`config.mk`:
```
export PLATFORM = sky130hd
export DESIGN_NAME = sd_dat_top
export DESIGN_NICKNAME = d
export VERILOG_FILES = /design/src/source/sd_dat_pkg.sv /design/src/source/sd_dat_regs.sv /design/src/source/dat_word_fifo.sv /design/src/source/dat_phys_controller.sv /design/src/source/dat_serdes.sv /design/src/source/sd_dat_top.sv
export SDC_FILE = /design/constraint.sdc
export NUM_CORES = 1
export LEC_CHECK = 0
export BUFFER_PORTS_ARGS = -buffer_cell sky130_fd_sc_hd__buf_2
export CAP_MARGIN = 20
export CORE_ASPECT_RATIO = 0.8
export CORE_UTILIZATION = 37
export CTS_BUF_LIST = sky130_fd_sc_hd__clkbuf_16
export DETAILED_ROUTE_END_ITERATION = 16
export GPL_ROUTABILITY_DRIVEN = 0
export SYNTH_ARGS = -nofsm -noshare
export SYNTH_HDL_FRONTEND = slang
export SYNTH_HIERARCHICAL = 1
export SYNTH_SLANG_ARGS = --single-unit
```
`constraint.sdc`:
```
create_clock -name sd_clock -period 5.1 [get_ports sd_clock]
set_clock_uncertainty 0.15 [all_clocks]
set_input_delay 0.255 -clock sd_clock [delete_from_list [all_inputs] [get_ports sd_clock]]
set_output_delay 0.255 -clock sd_clock [all_outputs]
set_load 0.02 [all_outputs]
```
`src/source/sd_dat_pkg.sv`:
```
package sd_dat_pkg;

	parameter int DATA_WIDTH = 32;
	parameter int BLOCK_WIDTH = 4;
	parameter int TIMEOUT_WIDTH = 16;

	typedef enum logic [3:0] {
		RESET = 4'd0,
		IDLE = 4'd1,
		FIFO_READ = 4'd2,
		LOAD_WRITE = 4'd3,
		SEND = 4'd4,
		WAIT_RESPONSE = 4'd5,
		READ = 4'd6,
		READ_FIFO_WRITE = 4'd7,
		READ_WRAPPER_RESET = 4'd8,
		WAIT_ACK = 4'd9,
		SEND_ACK = 4'd10
	} ctrl_state_t;

	parameter logic [1:0] CFG_ADDR_CTRL = 2'd0;
	parameter logic [1:0] CFG_ADDR_TIMEOUT = 2'd1;

	// blocks sit in the low BLOCK_WIDTH bits of the ctrl word
	parameter int CFG_WRITE_READ_BIT = 4;
	parameter int CFG_MULTIPLE_BIT = 5;
	parameter int CFG_START_BIT = 8;
	parameter int CFG_BUSY_BIT = 16;
	parameter int CFG_TIMEOUT_FLAG_BIT = 17;

endpackage

```
`src/source/sd_dat_regs.sv`:
```
`timescale 1ns/10ps

module sd_dat_regs
	import sd_dat_pkg::*;
(
	input logic sd_clock,
	input logic reset,
	input logic cfg_write,
	input logic [1:0] cfg_addr,
	input logic [DATA_WIDTH-1:0] cfg_wdata,
	input logic busy,
	input logic data_timeout,
	output logic [DATA_WIDTH-1:0] cfg_rdata,
	output logic strobe,
	output logic [BLOCK_WIDTH-1:0] blocks,
	output logic write_read,
	output logic multiple,
	output logic [TIMEOUT_WIDTH-1:0] timeout_limit
);

	logic ctrl_write;
	logic timeout_flag;

	assign ctrl_write = cfg_write && (cfg_addr == CFG_ADDR_CTRL);

	always_ff @(posedge sd_clock)
	begin
		if (reset)
		begin
			strobe <= 1'b0;
			blocks <= '0;
			write_read <= 1'b0;
			multiple <= 1'b0;
			timeout_limit <= '1;
			timeout_flag <= 1'b0;
		end
		else
		begin
			strobe <= ctrl_write && cfg_wdata[CFG_START_BIT];
			if (ctrl_write)
			begin
				blocks <= cfg_wdata[BLOCK_WIDTH-1:0];
				write_read <= cfg_wdata[CFG_WRITE_READ_BIT];
				multiple <= cfg_wdata[CFG_MULTIPLE_BIT];
			end
			if (cfg_write && (cfg_addr == CFG_ADDR_TIMEOUT))
				timeout_limit <= cfg_wdata[TIMEOUT_WIDTH-1:0];
			// sticky until the next start
			if (strobe)
				timeout_flag <= 1'b0;
			else if (data_timeout)
				timeout_flag <= 1'b1;
		end
	end

	always_comb
	begin
		cfg_rdata = '0;
		case (cfg_addr)
			CFG_ADDR_CTRL:
			begin
				cfg_rdata[BLOCK_WIDTH-1:0] = blocks;
				cfg_rdata[CFG_WRITE_READ_BIT] = write_read;
				cfg_rdata[CFG_MULTIPLE_BIT] = multiple;
				cfg_rdata[CFG_BUSY_BIT] = busy;
				cfg_rdata[CFG_TIMEOUT_FLAG_BIT] = timeout_flag;
			end
			CFG_ADDR_TIMEOUT:
				cfg_rdata[TIMEOUT_WIDTH-1:0] = timeout_limit;
			default:
				cfg_rdata = '0;
		endcase
	end

endmodule

```
`src/source/dat_word_fifo.sv`:
```
`timescale 1ns/10ps

module dat_word_fifo
	import sd_dat_pkg::*;
#(
	parameter int FIFO_DEPTH = 8
)
(
	input logic sd_clock,
	input logic reset,
	input logic tx_push,
	input logic [DATA_WIDTH-1:0] tx_data,
	input logic pop,
	output logic [DATA_WIDTH-1:0] head_data,
	output logic tx_credit
);

	localparam int PTR_WIDTH = (FIFO_DEPTH > 1) ? $clog2(FIFO_DEPTH) : 1;
	localparam int CNT_WIDTH = $clog2(FIFO_DEPTH + 1);

	logic [DATA_WIDTH-1:0] mem [FIFO_DEPTH];
	logic [PTR_WIDTH-1:0] wr_ptr;
	logic [PTR_WIDTH-1:0] rd_ptr;
	logic [CNT_WIDTH-1:0] count;
	logic do_pop;

	// an empty pop returns no credit
	assign do_pop = pop && (count != '0);
	assign tx_credit = do_pop;
	assign head_data = mem[rd_ptr];

	always_ff @(posedge sd_clock)
	begin
		if (tx_push)
			mem[wr_ptr] <= tx_data;
	end

	always_ff @(posedge sd_clock)
	begin
		if (reset)
		begin
			wr_ptr <= '0;
			rd_ptr <= '0;
			count <= '0;
		end
		else
		begin
			if (tx_push)
				wr_ptr <= (wr_ptr == PTR_WIDTH'(FIFO_DEPTH - 1)) ? '0 : wr_ptr + 1'b1;
			if (do_pop)
				rd_ptr <= (rd_ptr == PTR_WIDTH'(FIFO_DEPTH - 1)) ? '0 : rd_ptr + 1'b1;
			if (tx_push && !do_pop)
				count <= count + 1'b1;
			else if (!tx_push && do_pop)
				count <= count - 1'b1;
		end
	end

endmodule

```
`src/source/dat_phys_controller.sv`:
```
`timescale 1ns/10ps

module dat_phys_controller
	import sd_dat_pkg::*;
#(
	parameter int RX_CREDITS_MAX = 4
)
(
	input logic sd_clock,
	input logic reset,
	input logic strobe,
	input logic ack_in,
	input logic idle_in,
	input logic [BLOCK_WIDTH-1:0] blocks,
	input logic write_read,
	input logic multiple,
	input logic [TIMEOUT_WIDTH-1:0] timeout_limit,
	input logic rx_credit,
	input logic transmission_complete,
	input logic reception_complete,
	input logic [DATA_WIDTH-1:0] data_read,
	input logic [DATA_WIDTH-1:0] head_data,
	output logic serial_ready,
	output logic complete,
	output logic ack_out,
	output logic busy,
	output logic data_timeout,
	output logic pop,
	output logic load_send,
	output logic [DATA_WIDTH-1:0] tx_word,
	output logic enable_receive,
	output logic reset_serdes,
	output logic rx_valid,
	output logic [DATA_WIDTH-1:0] rx_data
);

	localparam int CREDIT_WIDTH = $clog2(RX_CREDITS_MAX + 1);

	ctrl_state_t state;
	ctrl_state_t next_state;
	logic [TIMEOUT_WIDTH-1:0] timeout_count;
	logic [BLOCK_WIDTH-1:0] block_count;
	logic [BLOCK_WIDTH:0] blocks_done;
	logic [CREDIT_WIDTH-1:0] rx_count;
	logic waiting;
	logic last_block;
	logic rx_grant;

	assign waiting = (state == WAIT_RESPONSE) || (state == READ);
	assign data_timeout = waiting && !reception_complete && (timeout_count == timeout_limit);
	assign blocks_done = {1'b0, block_count} + 1'b1;
	assign last_block = !multiple || (blocks_done >= {1'b0, blocks});
	assign rx_grant = rx_credit && (rx_count < RX_CREDITS_MAX);

	always_comb
	begin
		next_state = state;
		case (state)
			RESET:
				next_state = IDLE;
			IDLE:
				if (strobe)
					next_state = write_read ? FIFO_READ : READ;
			FIFO_READ:
				next_state = LOAD_WRITE;
			LOAD_WRITE:
				next_state = SEND;
			SEND:
				if (transmission_complete)
					next_state = WAIT_RESPONSE;
			WAIT_RESPONSE, READ:
				if (reception_complete)
					next_state = READ_FIFO_WRITE;
				else if (data_timeout)
					next_state = WAIT_ACK;
			READ_FIFO_WRITE:
				// hold here until the host grants buffer space
				if (rx_valid)
				begin
					if (last_block)
						next_state = WAIT_ACK;
					else if (write_read)
						next_state = FIFO_READ;
					else
						next_state = READ_WRAPPER_RESET;
				end
			READ_WRAPPER_RESET:
				next_state = READ;
			WAIT_ACK:
				if (ack_in)
					next_state = SEND_ACK;
			SEND_ACK:
				next_state = IDLE;
			default:
				next_state = RESET;
		endcase
	end

	always_ff @(posedge sd_clock)
	begin
		if (reset)
		begin
			state <= RESET;
			timeout_count <= '0;
			block_count <= '0;
			rx_count <= '0;
		end
		else
		begin
			state <= idle_in ? IDLE : next_state;
			timeout_count <= waiting ? timeout_count + 1'b1 : '0;
			if (state == IDLE)
				block_count <= '0;
			else if (rx_valid)
				block_count <= block_count + 1'b1;
			if (rx_grant && !rx_valid)
				rx_count <= rx_count + 1'b1;
			else if (!rx_grant && rx_valid)
				rx_count <= rx_count - 1'b1;
		end
	end

	// latch the serializer word as it leaves the FIFO
	always_ff @(posedge sd_clock)
	begin
		if (state == FIFO_READ)
			tx_word <= head_data;
	end

	assign serial_ready = (state == IDLE);
	assign busy = (state != IDLE);
	assign complete = (state == WAIT_ACK) || (state == SEND_ACK);
	assign ack_out = (state == SEND_ACK);
	assign pop = (state == FIFO_READ);
	assign load_send = (state == LOAD_WRITE);
	assign enable_receive = waiting;
	assign reset_serdes = (state == RESET) || (state == IDLE) || (state == READ_WRAPPER_RESET)
		|| complete;
	assign rx_valid = (state == READ_FIFO_WRITE) && (rx_count != '0);
	assign rx_data = data_read;

endmodule

```
`src/source/dat_serdes.sv`:
```
`timescale 1ns/10ps

module dat_serdes
	import sd_dat_pkg::*;
(
	input logic sd_clock,
	input logic reset,
	input logic reset_serdes,
	input logic load_send,
	input logic [DATA_WIDTH-1:0] tx_word,
	input logic enable_receive,
	input logic dat_in,
	output logic dat_out,
	output logic dat_oe,
	output logic transmission_complete,
	output logic reception_complete,
	output logic [DATA_WIDTH-1:0] data_read
);

	localparam int TX_CNT_WIDTH = $clog2(DATA_WIDTH + 2);
	localparam int RX_CNT_WIDTH = $clog2(DATA_WIDTH);

	logic [DATA_WIDTH-1:0] tx_shift;
	logic [TX_CNT_WIDTH-1:0] tx_count;
	logic [DATA_WIDTH-1:0] rx_shift;
	logic [RX_CNT_WIDTH-1:0] rx_count;
	logic rx_busy;
	logic rx_last;

	assign rx_last = rx_busy && (rx_count == RX_CNT_WIDTH'(DATA_WIDTH - 1));

	// transmit start bit, data msb first and stop bit
	always_ff @(posedge sd_clock)
	begin
		if (reset || reset_serdes)
		begin
			dat_out <= 1'b1;
			dat_oe <= 1'b0;
			tx_count <= '0;
			transmission_complete <= 1'b0;
		end
		else
		begin
			transmission_complete <= 1'b0;
			if (load_send)
			begin
				dat_out <= 1'b0;
				dat_oe <= 1'b1;
				tx_count <= '0;
			end
			else if (dat_oe)
			begin
				tx_count <= tx_count + 1'b1;
				if (tx_count < DATA_WIDTH)
					dat_out <= tx_shift[DATA_WIDTH-1];
				else if (tx_count == DATA_WIDTH)
					dat_out <= 1'b1;
				else
				begin
					dat_oe <= 1'b0;
					transmission_complete <= 1'b1;
				end
			end
		end
	end

	always_ff @(posedge sd_clock)
	begin
		if (load_send)
			tx_shift <= tx_word;
		else if (dat_oe && (tx_count < DATA_WIDTH))
			tx_shift <= {tx_shift[DATA_WIDTH-2:0], 1'b0};
	end

	// receive
	always_ff @(posedge sd_clock)
	begin
		if (reset || reset_serdes)
		begin
			rx_busy <= 1'b0;
			rx_count <= '0;
			reception_complete <= 1'b0;
		end
		else
		begin
			reception_complete <= rx_last;
			if (rx_busy)
			begin
				rx_count <= rx_count + 1'b1;
				if (rx_last)
					rx_busy <= 1'b0;
			end
			else if (enable_receive && !dat_in)
			begin
				rx_busy <= 1'b1;
				rx_count <= '0;
			end
		end
	end

	always_ff @(posedge sd_clock)
	begin
		if (rx_busy)
			rx_shift <= {rx_shift[DATA_WIDTH-2:0], dat_in};
		if (rx_last)
			data_read <= {rx_shift[DATA_WIDTH-2:0], dat_in};
	end

endmodule

```
`src/source/sd_dat_top.sv`:
```
`timescale 1ns/10ps

module sd_dat_top
	import sd_dat_pkg::*;
#(
	parameter int FIFO_DEPTH = 8,
	parameter int RX_CREDITS_MAX = 4
)
(
	input logic sd_clock,
	input logic reset,
	input logic cfg_write,
	input logic [1:0] cfg_addr,
	input logic [DATA_WIDTH-1:0] cfg_wdata,
	output logic [DATA_WIDTH-1:0] cfg_rdata,
	input logic tx_push,
	input logic [DATA_WIDTH-1:0] tx_data,
	output logic tx_credit,
	input logic rx_credit,
	output logic rx_valid,
	output logic [DATA_WIDTH-1:0] rx_data,
	input logic ack_in,
	input logic idle_in,
	output logic serial_ready,
	output logic complete,
	output logic ack_out,
	output logic dat_out,
	output logic dat_oe,
	input logic dat_in
);

	logic strobe;
	logic [BLOCK_WIDTH-1:0] blocks;
	logic write_read;
	logic multiple;
	logic [TIMEOUT_WIDTH-1:0] timeout_limit;
	logic busy;
	logic data_timeout;
	logic pop;
	logic [DATA_WIDTH-1:0] head_data;
	logic load_send;
	logic [DATA_WIDTH-1:0] tx_word;
	logic enable_receive;
	logic reset_serdes;
	logic transmission_complete;
	logic reception_complete;
	logic [DATA_WIDTH-1:0] data_read;

	sd_dat_regs u_regs (
		.sd_clock(sd_clock), .reset(reset), .cfg_write(cfg_write), .cfg_addr(cfg_addr),
		.cfg_wdata(cfg_wdata), .busy(busy), .data_timeout(data_timeout),
		.cfg_rdata(cfg_rdata), .strobe(strobe), .blocks(blocks), .write_read(write_read),
		.multiple(multiple), .timeout_limit(timeout_limit)
	);

	dat_word_fifo #(.FIFO_DEPTH(FIFO_DEPTH)) u_fifo (
		.sd_clock(sd_clock), .reset(reset), .tx_push(tx_push), .tx_data(tx_data),
		.pop(pop), .head_data(head_data), .tx_credit(tx_credit)
	);

	dat_phys_controller #(.RX_CREDITS_MAX(RX_CREDITS_MAX)) u_ctrl (
		.sd_clock(sd_clock), .reset(reset), .strobe(strobe), .ack_in(ack_in),
		.idle_in(idle_in), .blocks(blocks), .write_read(write_read), .multiple(multiple),
		.timeout_limit(timeout_limit), .rx_credit(rx_credit),
		.transmission_complete(transmission_complete),
		.reception_complete(reception_complete), .data_read(data_read),
		.head_data(head_data), .serial_ready(serial_ready), .complete(complete),
		.ack_out(ack_out), .busy(busy), .data_timeout(data_timeout), .pop(pop),
		.load_send(load_send), .tx_word(tx_word), .enable_receive(enable_receive),
		.reset_serdes(reset_serdes), .rx_valid(rx_valid), .rx_data(rx_data)
	);

	dat_serdes u_serdes (
		.sd_clock(sd_clock), .reset(reset), .reset_serdes(reset_serdes),
		.load_send(load_send), .tx_word(tx_word), .enable_receive(enable_receive),
		.dat_in(dat_in), .dat_out(dat_out), .dat_oe(dat_oe),
		.transmission_complete(transmission_complete),
		.reception_complete(reception_complete), .data_read(data_read)
	);

endmodule

```
==> Word level (Yosys, flattened, before mapping) <==
Memory sizes are Yosys's and may differ from the RTL's. A register that Yosys moved wholly into a read port is not among the register bits.
Cells that the tools add are included.
{ "word_totals": {"reg_bits": 172, "ramBits": 256, "in_bits": 74, "out_inout_bits": 71, "word_cells": 156, "n_memories": 1} }
{ "classes": {"n_addsub": 11, "n_lt_le_gt_ge": 3, "n_eq_ne": 27, "muxes": 38, "bitwise_logic": 2, "reduce_logical": 50} }
{ "mem_list": {"columns": ["memory", "depth", "width", "read_ports", "rd_clocked_by_memory_dff", "write_ports", "line", "source"], "rows": [
  ["u_fifo.mem", 8, 32, 1, 1, 1, "dat_word_fifo.sv:21", "logic [DATA_WIDTH-1:0] mem [FIFO_DEPTH];"]
]} }
{ "op_table": {"columns": ["cell", "count"], "rows": [
  ["$mux 32", 2],
  ["$mux 4", 10],
  ["$pmux 4 s9", 1],
  ["$add 16x1->16 const B", 1],
  ["$eq 16x16->1", 1],
  ["$eq 4x3->1 const B", 4],
  ["$logic_and 1x1->1", 15],
  ["$mux 1", 15],
  ["$mux 3", 5],
  ["$reduce_or 2->1", 7],
  ["$eq 4x4->1 const B", 3],
  ["$ne 3x2->1 const B", 4],
  ["$pmux 6 s2", 1],
  ["$mux 10", 1],
  ["$mux 5", 2],
  ["$reduce_and 5->1", 2],
  ["$reduce_bool 2->1", 5],
  ["$add 3x1->3 const B", 3],
  ["$add 4x1->4 const B", 2],
  ["$eq 4x2->1 const B", 2],
  ["$logic_not 1->1", 7],
  ["$logic_or 1x1->1", 7],
  ["$add 6x1->6 const B", 1],
  ["$eq 3x3->1 const B", 2],
  ["other kinds (24)", 28]
]} }

==> Depth between registers and ports, before layout <==
Gate-level depths: netlist of the first run.
{ "depth": {"depth_word": 8, "ltp_mapped": 12, "ltp_nobuf": 11} }

==> Hierarchy <==
Netlist of the first run, hierarchy kept.
{ "by_module_without_submodules": {"columns": ["mod", "n_inst", "cells_each", "area_each_um2", "seq_area_each_um2"], "rows": [
  ["dat_word_fifo", 1, 444, 10410.0, 7947.6],
  ["dat_serdes", 1, 210, 3947.5, 3173.0],
  ["dat_phys_controller", 1, 274, 2985.4, 1501.4],
  ["sd_dat_regs", 1, 145, 1276.2, 480.5]
]} }

==> Worst setup path before layout of the first run <==
OpenSTA, ideal clock, no wires.
{ "synth_timing": {"kind": "register to register", "startpoint": "register u_ctrl.state[0]", "endpoint": "register u_fifo.count[3]", "setup_time_ns": 0.121, "t_arrival_ns": 5.040, "required_ns": 4.829, "setup_slack_ns": -0.211, "path_stages_with_launch": 12, "path_buffers": 2, "synth_period_minus_slack_ns": 5.311, "path_cell_list": "dfxtp_1 buf_4 clkbuf_1 nor3_1 o41ai_2 ha_1 inv_1 ha_1 a21oi_1 a211oi_1 a31oi_1 mux2_2"} }
{ "synth_via": {"elab_chain_cells": 5, "elab_cells_between_ends": 7, "cone_classes": "eq/ne: 1; mux: 1; reduce/logical: 5"} }
{ "synth_rtl": {"columns": ["item", "line", "source"], "rows": [
  ["start, declared", "dat_phys_controller.sv:39", "ctrl_state_t state;"],
  ["start signal, assigned", "dat_phys_controller.sv:110", "state <= idle_in ? IDLE : next_state;"],
  ["$eq 4x2->1 *", "dat_phys_controller.sv:134", "assign pop = (state == FIFO_READ);"],
  ["net pop", "sd_dat_top.sv:39", "logic pop;"],
  ["$logic_and 1x1->1 *", "dat_word_fifo.sv:28", "assign do_pop = pop && (count != '0);"],
  ["$logic_not 1->1", "dat_word_fifo.sv:52", "if (tx_push && !do_pop)"],
  ["$logic_and 1x1->1", "dat_word_fifo.sv:52", null],
  ["$mux 4 / $reduce_bool 2->1 (equally long branches)", null, null],
  ["end signal, assigned", "dat_word_fifo.sv:53", "count <= count + 1'b1;"],
  ["end signal, assigned", "dat_word_fifo.sv:55", "count <= count - 1'b1;"],
  ["end, declared", "dat_word_fifo.sv:24", "logic [CNT_WIDTH-1:0] count;"]
]} }
Mark *: on every way through the listed nets, which the timed path passes. The rest lies on a longest branch.
A chain may end at the register's enable or synchronous reset.

==> Worst setup path after layout of the first run <==
{ "layout_timing": {"startpoint": "register u_ctrl.state[1]", "endpoint": "register u_fifo.count[3]"} }
The elaborated chain is that of the path after synthesis.

==> results of run 1 <==
[synthesized netlist by cell type (3+ instances only)]
cell	n	area (um^2)
a21oi_1	18	90.09
and2_1	15	93.84
and3_1	6	37.54
buf_2	15	75.07
buf_4	52	390.4
buf_6	9	101.4
clkbuf_1	11	41.29
dfxtp_1	80	1602
edfxtp_1	383	11500
ha_1	18	225.2
inv_1	17	63.81
inv_2	3	11.26
mux2_2	64	720.7
mux2i_1	33	330.3
mux4_1	40	1051
mux4_2	24	540.5
nand2_1	23	86.33
nand2b_1	22	137.6
nand3_1	9	45.04
nand3b_1	4	30.03
nand4_1	5	31.28
nor2_1	95	356.6
nor2b_1	3	18.77
nor3_1	14	70.07
nor3b_1	5	37.54
nor4_1	6	37.54
o21ai_0	6	30.03
or3_1	4	25.02
xnor2_1	11	96.34
xor2_1	33	289.0
[timing repair]
| item | CTS | global route |
|---|---|---|
| hold buffers | 53 | 0 |
| buffers inserted | 0 | 0 |
| gates resized for setup | 0 | 0 |
| endpoints found under the hold margin | 287 | 0 |
[layout by cell type, fill, tap and decap left out, types with 3 or more instances in the layout]
master / n
edfxtp_1: 383
nor2_1: 88
nor2_4: 7
nand3_1: 9
mux4_1: 40
mux2i_1: 33
clkbuf_16: 46
mux2_2: 64
nand3b_1: 4
and2_1: 15
conb_1: 14
inv_2: 3
inv_1: 22
inv_6: 3
nand2b_1: 22
buf_4: 16
ha_1: 18
dfxtp_1: 77
and3_1: 6
nor3_1: 11
nor4_1: 6
xnor2_1: 11
a21oi_1: 18
nand4_1: 5
or3_1: 4
dlygate4sd3_1: 53
mux4_2: 24
nand2_1: 23
nor3_2: 3
xor2_1: 33
clkinv_2: 9
clkinv_1: 14
o21ai_0: 6
nor2b_1: 3
nor3b_1: 5
buf_2: 114
[cell type report]
type,count,area share [%]
sequential,463,60.58
multi-input combinational,513,22.85
timing repair buffer,183,5.644
clock buffer,46,5.320
tap,675,3.903
clock inverter,37,1.324
inverter,21,0.3701
antenna,1,0.01156
[per-layer routing]
metal	GRT usage (%)	vias to the layer above	share of wire [%]
li1	-	4357	-
met1	18.99	4654	48
met2	21.21	195	46
met3	2.974	59	4.6
met4	4.416	4	2.1
met5	0	-	0.087
[tightest hold or removal path, delay by kind of cell]
kind          cells  cell delay [ps]
simple gates      1              230
buf+inv           1              100
mux               1              140
[cell families after synthesis]
group | count (synthesis) | synth area share, %
other | 1 | 0.02014
buffers and inverters | 110 | 3.736
AND/OR/NAND/NOR | 228 | 6.324
multiplexers | 162 | 14.27
adder cells (fa/ha/maj) | 20 | 1.425
AO/OA/AOI/OAI | 45 | 1.781
flip-flops | 463 | 70.37
XOR/XNOR | 44 | 2.070
[per-stage QoR]
step	setup WS (ps)	total power [W]	cell area (um^2)	util (%)	cells
after floorplan	994.1	0.004734	18670	-	1086
after global placement	2072	0.004866	19670	39.58	1802
after detailed placement	2025	0.004884	19670	39.58	1802
after CTS	2010	0.008154	21640	43.54	1938
after global routing	1788	0.008356	21640	43.55	1939
final	2018	0.008038	21640	43.55	1939
[power by group]
| part | internal [W] | total, W | switching, W |
|---|---|---|---|
| Combinational | 0.000258 | 0.000541 | 0.000283 |
| Sequential | 0.00421 | 0.00429 | 0.0000824 |
| Clock | 0.00176 | 0.00321 | 0.00145 |
[flip-flops by register name, indices dropped and copies added, names as in the netlist, 5 cells and up, named ones only]
name,flops
u_ctrl/timeout_count,16
u_ctrl/tx_word,32
u_fifo/mem,256
u_regs/timeout_limit,16
u_serdes/data_read,32
u_serdes/rx_count,5
u_serdes/rx_shift,31
u_serdes/tx_count,6
u_serdes/tx_shift,32
[path summary, 6_finish.rpt]
path | start | to | slack [ps] | cells past startpoint
hold / removal | cfg_write | u_regs/write_read$_SDFFE_PP0P_ | 60 | 3
setup / recovery | u_ctrl/state[1]$_SDFFE_PP0P_ | u_fifo/count[3]$_SDFFE_PP0P_ | 2020 | 10
setup reg to reg | u_ctrl/state[1]$_SDFFE_PP0P_ | u_fifo/count[3]$_SDFFE_PP0P_ | 2020 | 10
hold reg to reg | u_serdes/rx_shift[30]$_DFFE_PP_ | u_serdes/data_read[31]$_DFFE_PP_ | 270 | 0
==> run_results.csv, run 1 <==
group,metric,value,unit
outcome,outcome,"complete, no violations",
floorplan,coreArea,49690,um^2
floorplan,initial_core_util,37.47,%
clock_network,clk_latency,600,ps
grt,antenna_found_initial,3,
synth,ys.warnings.count,6,
setup_path,start_kind,"flip-flop",
route,avgViaCountPerCell,4.780,
final_layout,drive_gt1_share,25.02,%
route,drt_wl_total,34520,um
timing,period_share,60.43,%
power_and_ir_drop,power_leakage,7.298,nW
timing,layout_min_cycle_time,3082,ps
setup_path,cp-end-kind,"flip-flop",
synth,syn_area_per_cell,17.35,um^2
grt,grt_max_degree,66,
timing,finalHoldViolations,0,
setup_path,crit_slowest_cell,"dfxtp_1",
power_and_ir_drop,ir_drop,0.3209,mV
clock_network,clock-sinks,463,
synth,synth_seq_cells,463,
synth,synth-edff-count,383,
route,firstDrtPassIters,5,
floorplan,dieArea,51230,um^2
timing,setup_viol,0,
placement,dpl.hpwl,19260,um
timing,maxSlewViolCount,0,
setup_path,worstSetupPathType,"flip-flop to flip-flop",
timing,relSlewSlack,28.06,%
timing,grt_setup_unrepaired,"false",
grt,grt_pass1_vias,9252,
timing,finalSetupTns,0,ps
synth,yosysUniqueCellTypes,66,
setup_path,worst_path_most_repeated_cell,"ha_1",
final_layout,layout.nets,1322,
clock_network,cts_tree,"done",
floorplan,die_w,252.8,um
setup_path,crit_family,"compound AO/OA/AOI/OAI gates",
synth,seq_area_frac_synth,70.37,%
clock_network,clock_path_buffers,3,
final_layout,multi_input_area,4943,um^2
timing,timing.fmax,0.3245,GHz
setup_path,arrival,3390,ps
hold_path,hold_class,"primary input to flip-flop",
synth,synth_cells,1073,
clock_network,root_buffer,"clkbuf_16",
clock_network,cts_buffers,46,
setup_path,critical_path_buf_inv_count,1,
route,ant_nets,0,
final_layout,area_delta_synth_final,16.22,%
setup_path,cp_data_required_time,5410,ps
flow_run,drv_cap,0,
synth,ys.flop_type,"edfxtp_1",
synth,netlist_area,18620,um^2
power_and_ir_drop,powerDensity,371.5,nW/um^2
clock_network,htree_levels,2,
final_layout,n_fill_cell,4397,
route,post_drt_wl_per_cell,17.80,um
synth,async_flop_share,0,%
timing,tightest_slew,1079,ps
clock_network,clk_pin_slew,60,ps
floorplan,dieHeight,202.6,um
timing,whs,56.40,ps
setup_path,worstPathCellList,"nand2_2, nor3_4, o41ai_2, ha_1, inv_1, ha_1, a21oi_1, a211oi_1, a31oi_1, mux2_2",
setup_path,worstPathMaxFanout,12,
setup_path,cp_slowest_stage_delay,650,ps
floorplan,top_level_ports,145,
grt,grt_pass1_wl,53730,um
route,vias,9269,
route,drcViolationCount,0,
grt,grt.total_usage,13.63,%
floorplan,row_count,73,
placement,place.port_buffers,114,
final_layout,seqCellArea,13110,um^2
route,drtIter0Drc,507,
grt,gr-total-overflow,0,
Note: power is estimated with default switching activity, not from simulation.
==> inputs of run 2 (changes only) <==
ABC_AREA = 1   (was not set)
clock period = 2.5 ns   (was 5.1 ns; I/O delays follow)
==> run_results.csv, run 2 <==
group,metric,value,unit
outcome,outcome,"complete, no violations",
setup_path,cp_slowest_stage_delay,590,ps
clock_network,htree_levels,2,
grt,gr-total-overflow,0,
grt,grt_pass1_wl,64500,um
route,drcViolationCount,0,
setup_path,worstSetupPathType,"primary input to flip-flop",
final_layout,regMostFlops,"u_fifo/mem",
final_layout,drive_gt1_share,13.49,%
timing,layout_min_cycle_time,2353,ps
synth,yosysTopAreaCellShare,59.80,%
power_and_ir_drop,power_leakage,8.949,nW
timing,finalSetupTns,0,ps
floorplan,coreArea,51200,um^2
clock_network,clk_latency,580,ps
synth,netlist_area,19230,um^2
grt,grt.total_usage,15.50,%
synth,ys.warnings.count,6,
clock_network,clock_path_buffers,3,
setup_path,crit_slowest_cell,"dlygate4sd3_1",
timing,setup_viol,0,
final_layout,layout.nets,2060,
synth,seq_area_frac_synth,68.13,%
grt,grt_pass1_vias,11910,
synth,yosysTopAreaCell,"edfxtp_1",
clock_network,post-cts-setup-buffers,0,
setup_path,worstPathMaxFanout,20,
route,drt_wl_total,40950,um
synth,synth_cells,1804,
route,vias,12490,
synth,async_flop_share,0,%
hold_path,hold_class,"primary input to flip-flop",
setup_path,start_kind,"primary input",
grt,grt_max_degree,69,
route,drtIter0Drc,819,
power_and_ir_drop,powerDensity,746.2,nW/um^2
power_and_ir_drop,ir_drop,0.4402,mV
final_layout,n_fill_cell,4657,
synth,synth.most_common_cell,"nand2_1",
synth,syn_area_per_cell,10.66,um^2
final_layout,final_common_cell,"nand2_1",
synth,ys.flop_type,"edfxtp_1",
setup_path,cp_data_required_time,2860,ps
final_layout,utilization,44.44,%
setup_path,cp-end-kind,"flip-flop",
placement,place.port_buffers,114,
route,ant_nets,0,
final_layout,area_delta_synth_final,18.31,%
clock_network,clock-sinks,463,
synth,synth_common_cells,"423 x nand2_1, 383 x edfxtp_1, 352 x nor2_1",
setup_path,arrival,2710,ps
timing,maxSlewViolCount,0,
final_layout,layout.cells.most_common_list,"422 x nand2_1, 383 x edfxtp_1, 341 x nor2_1",
setup_path,worst_path_most_repeated_cell,"dlygate4sd3_1",
floorplan,initial_core_util,37.56,%
clock_network,cts_buffers,46,
synth,synth-edff-count,383,
timing,relSlewSlack,52.48,%
timing,timing.fmax,0.4250,GHz
timing,tightest_slew,712.1,ps
setup_path,worstPathCellList,"dlygate4sd3_1, buf_2, nor2_2, nand3_1, dlygate4sd3_1, nor2_1, dlygate4sd3_1",
floorplan,dieHeight,205.9,um
setup_path,crit_family,"buffers and inverters",
clock_network,clk_pin_slew,60,ps
floorplan,die_w,256.9,um
route,post_drt_wl_per_cell,15.24,um
synth,yosysUniqueCellTypes,38,
final_layout,largest_register_ffs,256,
setup_path,critical_path_buf_inv_count,4,
synth,synth_area_leaders,"edfxtp_1 60%, dfxtp_1 8.3%, nand2_1 8.3%",
flow_run,drv_cap,0,
synth,synth_seq_cells,463,
route,avgViaCountPerCell,4.651,
timing,finalHoldViolations,0,
grt,antenna_found_initial,1,
clock_network,root_buffer,"clkbuf_16",
floorplan,top_level_ports,145,
route,firstDrtPassIters,6,
placement,dpl.hpwl,23510,um
timing,period_share,94.11,%
floorplan,row_count,74,
floorplan,dieArea,52900,um^2
clock_network,cts_tree,"done",
## run 2: area by class of cell
type / instances / area, um^2 / area share (%)
Antenna cell: 1 / 2.502 / 0.01100
Clock buffer: 46 / 1151 / 5.059
Multi-Input combinational cell: 1117 / 5060 / 22.24
Tap cell: 684 / 855.8 / 3.761
Sequential cell: 463 / 13120 / 57.65
Inverter: 121 / 454.2 / 1.996
Timing Repair Buffer: 217 / 1694 / 7.446
Clock inverter: 37 / 419.2 / 1.842
## run 2: path summary, 6_finish.rpt
check,startpoint,to,slack [ps],depth (start not counted)
min reg2reg,u_serdes/rx_shift[30]$_DFFE_PP_,u_serdes/data_read[31]$_DFFE_PP_,270,0
max,cfg_addr[1],u_regs/strobe$_SDFF_PP0_,150,7
min,cfg_addr[0],u_regs/timeout_limit[8]$_SDFFE_PP1P_,100,4
max reg2reg,u_ctrl/block_count[0]$_SDFFE_PP0P_,u_ctrl/state[3]$_SDFFE_PP0P_,170,13
## run 2: layer usage
metal | routed length (um) | up-vias | GRT usage [%] | part of all wire [%]
met5 | 0 | - | 0 | 0
met4 | 913 | 0 | 4.783 | 2.2
met3 | 1850 | 73 | 2.551 | 4.5
met2 | 18660 | 281 | 25.20 | 46
met1 | 19520 | 5865 | 21.32 | 48
li1 | - | 6274 | - | -
## run 2: cells by family after synthesis
family,count (synthesis),share of synthesized area (%)
XOR/XNOR,4,0.1821
adder cells (fa/ha/maj),20,1.379
AO/OA/AOI/OAI,193,5.113
buffers and inverters,237,6.486
other,1,0.01950
flip-flops,463,68.13
AND/OR/NAND/NOR,886,18.69
## run 2: stage by stage
| stage | power [W] | hold WS (ps) | instances | setup WS (ps) | cell area [um^2] |
|---|---|---|---|---|---|
| after global placement | 0.009847 | 209.3 | 2527 | 216.0 | 20390 |
| after global routing | 0.01762 | 109.2 | 2686 | -14.64 | 22750 |
| after CTS | 0.01718 | 40.11 | 2685 | 56.38 | 22710 |
| after detailed placement | 0.009878 | 220.9 | 2527 | 247.6 | 20390 |
| after floorplan | 0.009518 | 44.07 | 1817 | -0.9162 | 19310 |
| final | 0.01698 | 95.21 | 2686 | 147.3 | 22750 |
## run 2: what timing repair did
action                                 CTS  global route
endpoints found under the hold margin  310             0
hold buffers                            75             0
gates resized for setup                  0             9
setup endpoints to repair                0             1
## run 2: report_power, final
part | total (W) | leakage (nW) | switching (W) | internal, W
combinational | 0.00116 | 4.01 | 0.000767 | 0.000398
clock | 0.00718 | 0.811 | 0.00289 | 0.00429
sequential | 0.00863 | 4.13 | 0.0000889 | 0.00854
## run 2: worst min-delay path, delay by kind of cell
kind                   cells  cell delay [ps]
buffers and inverters      1              260
AND/OR/NAND/NOR            3              390
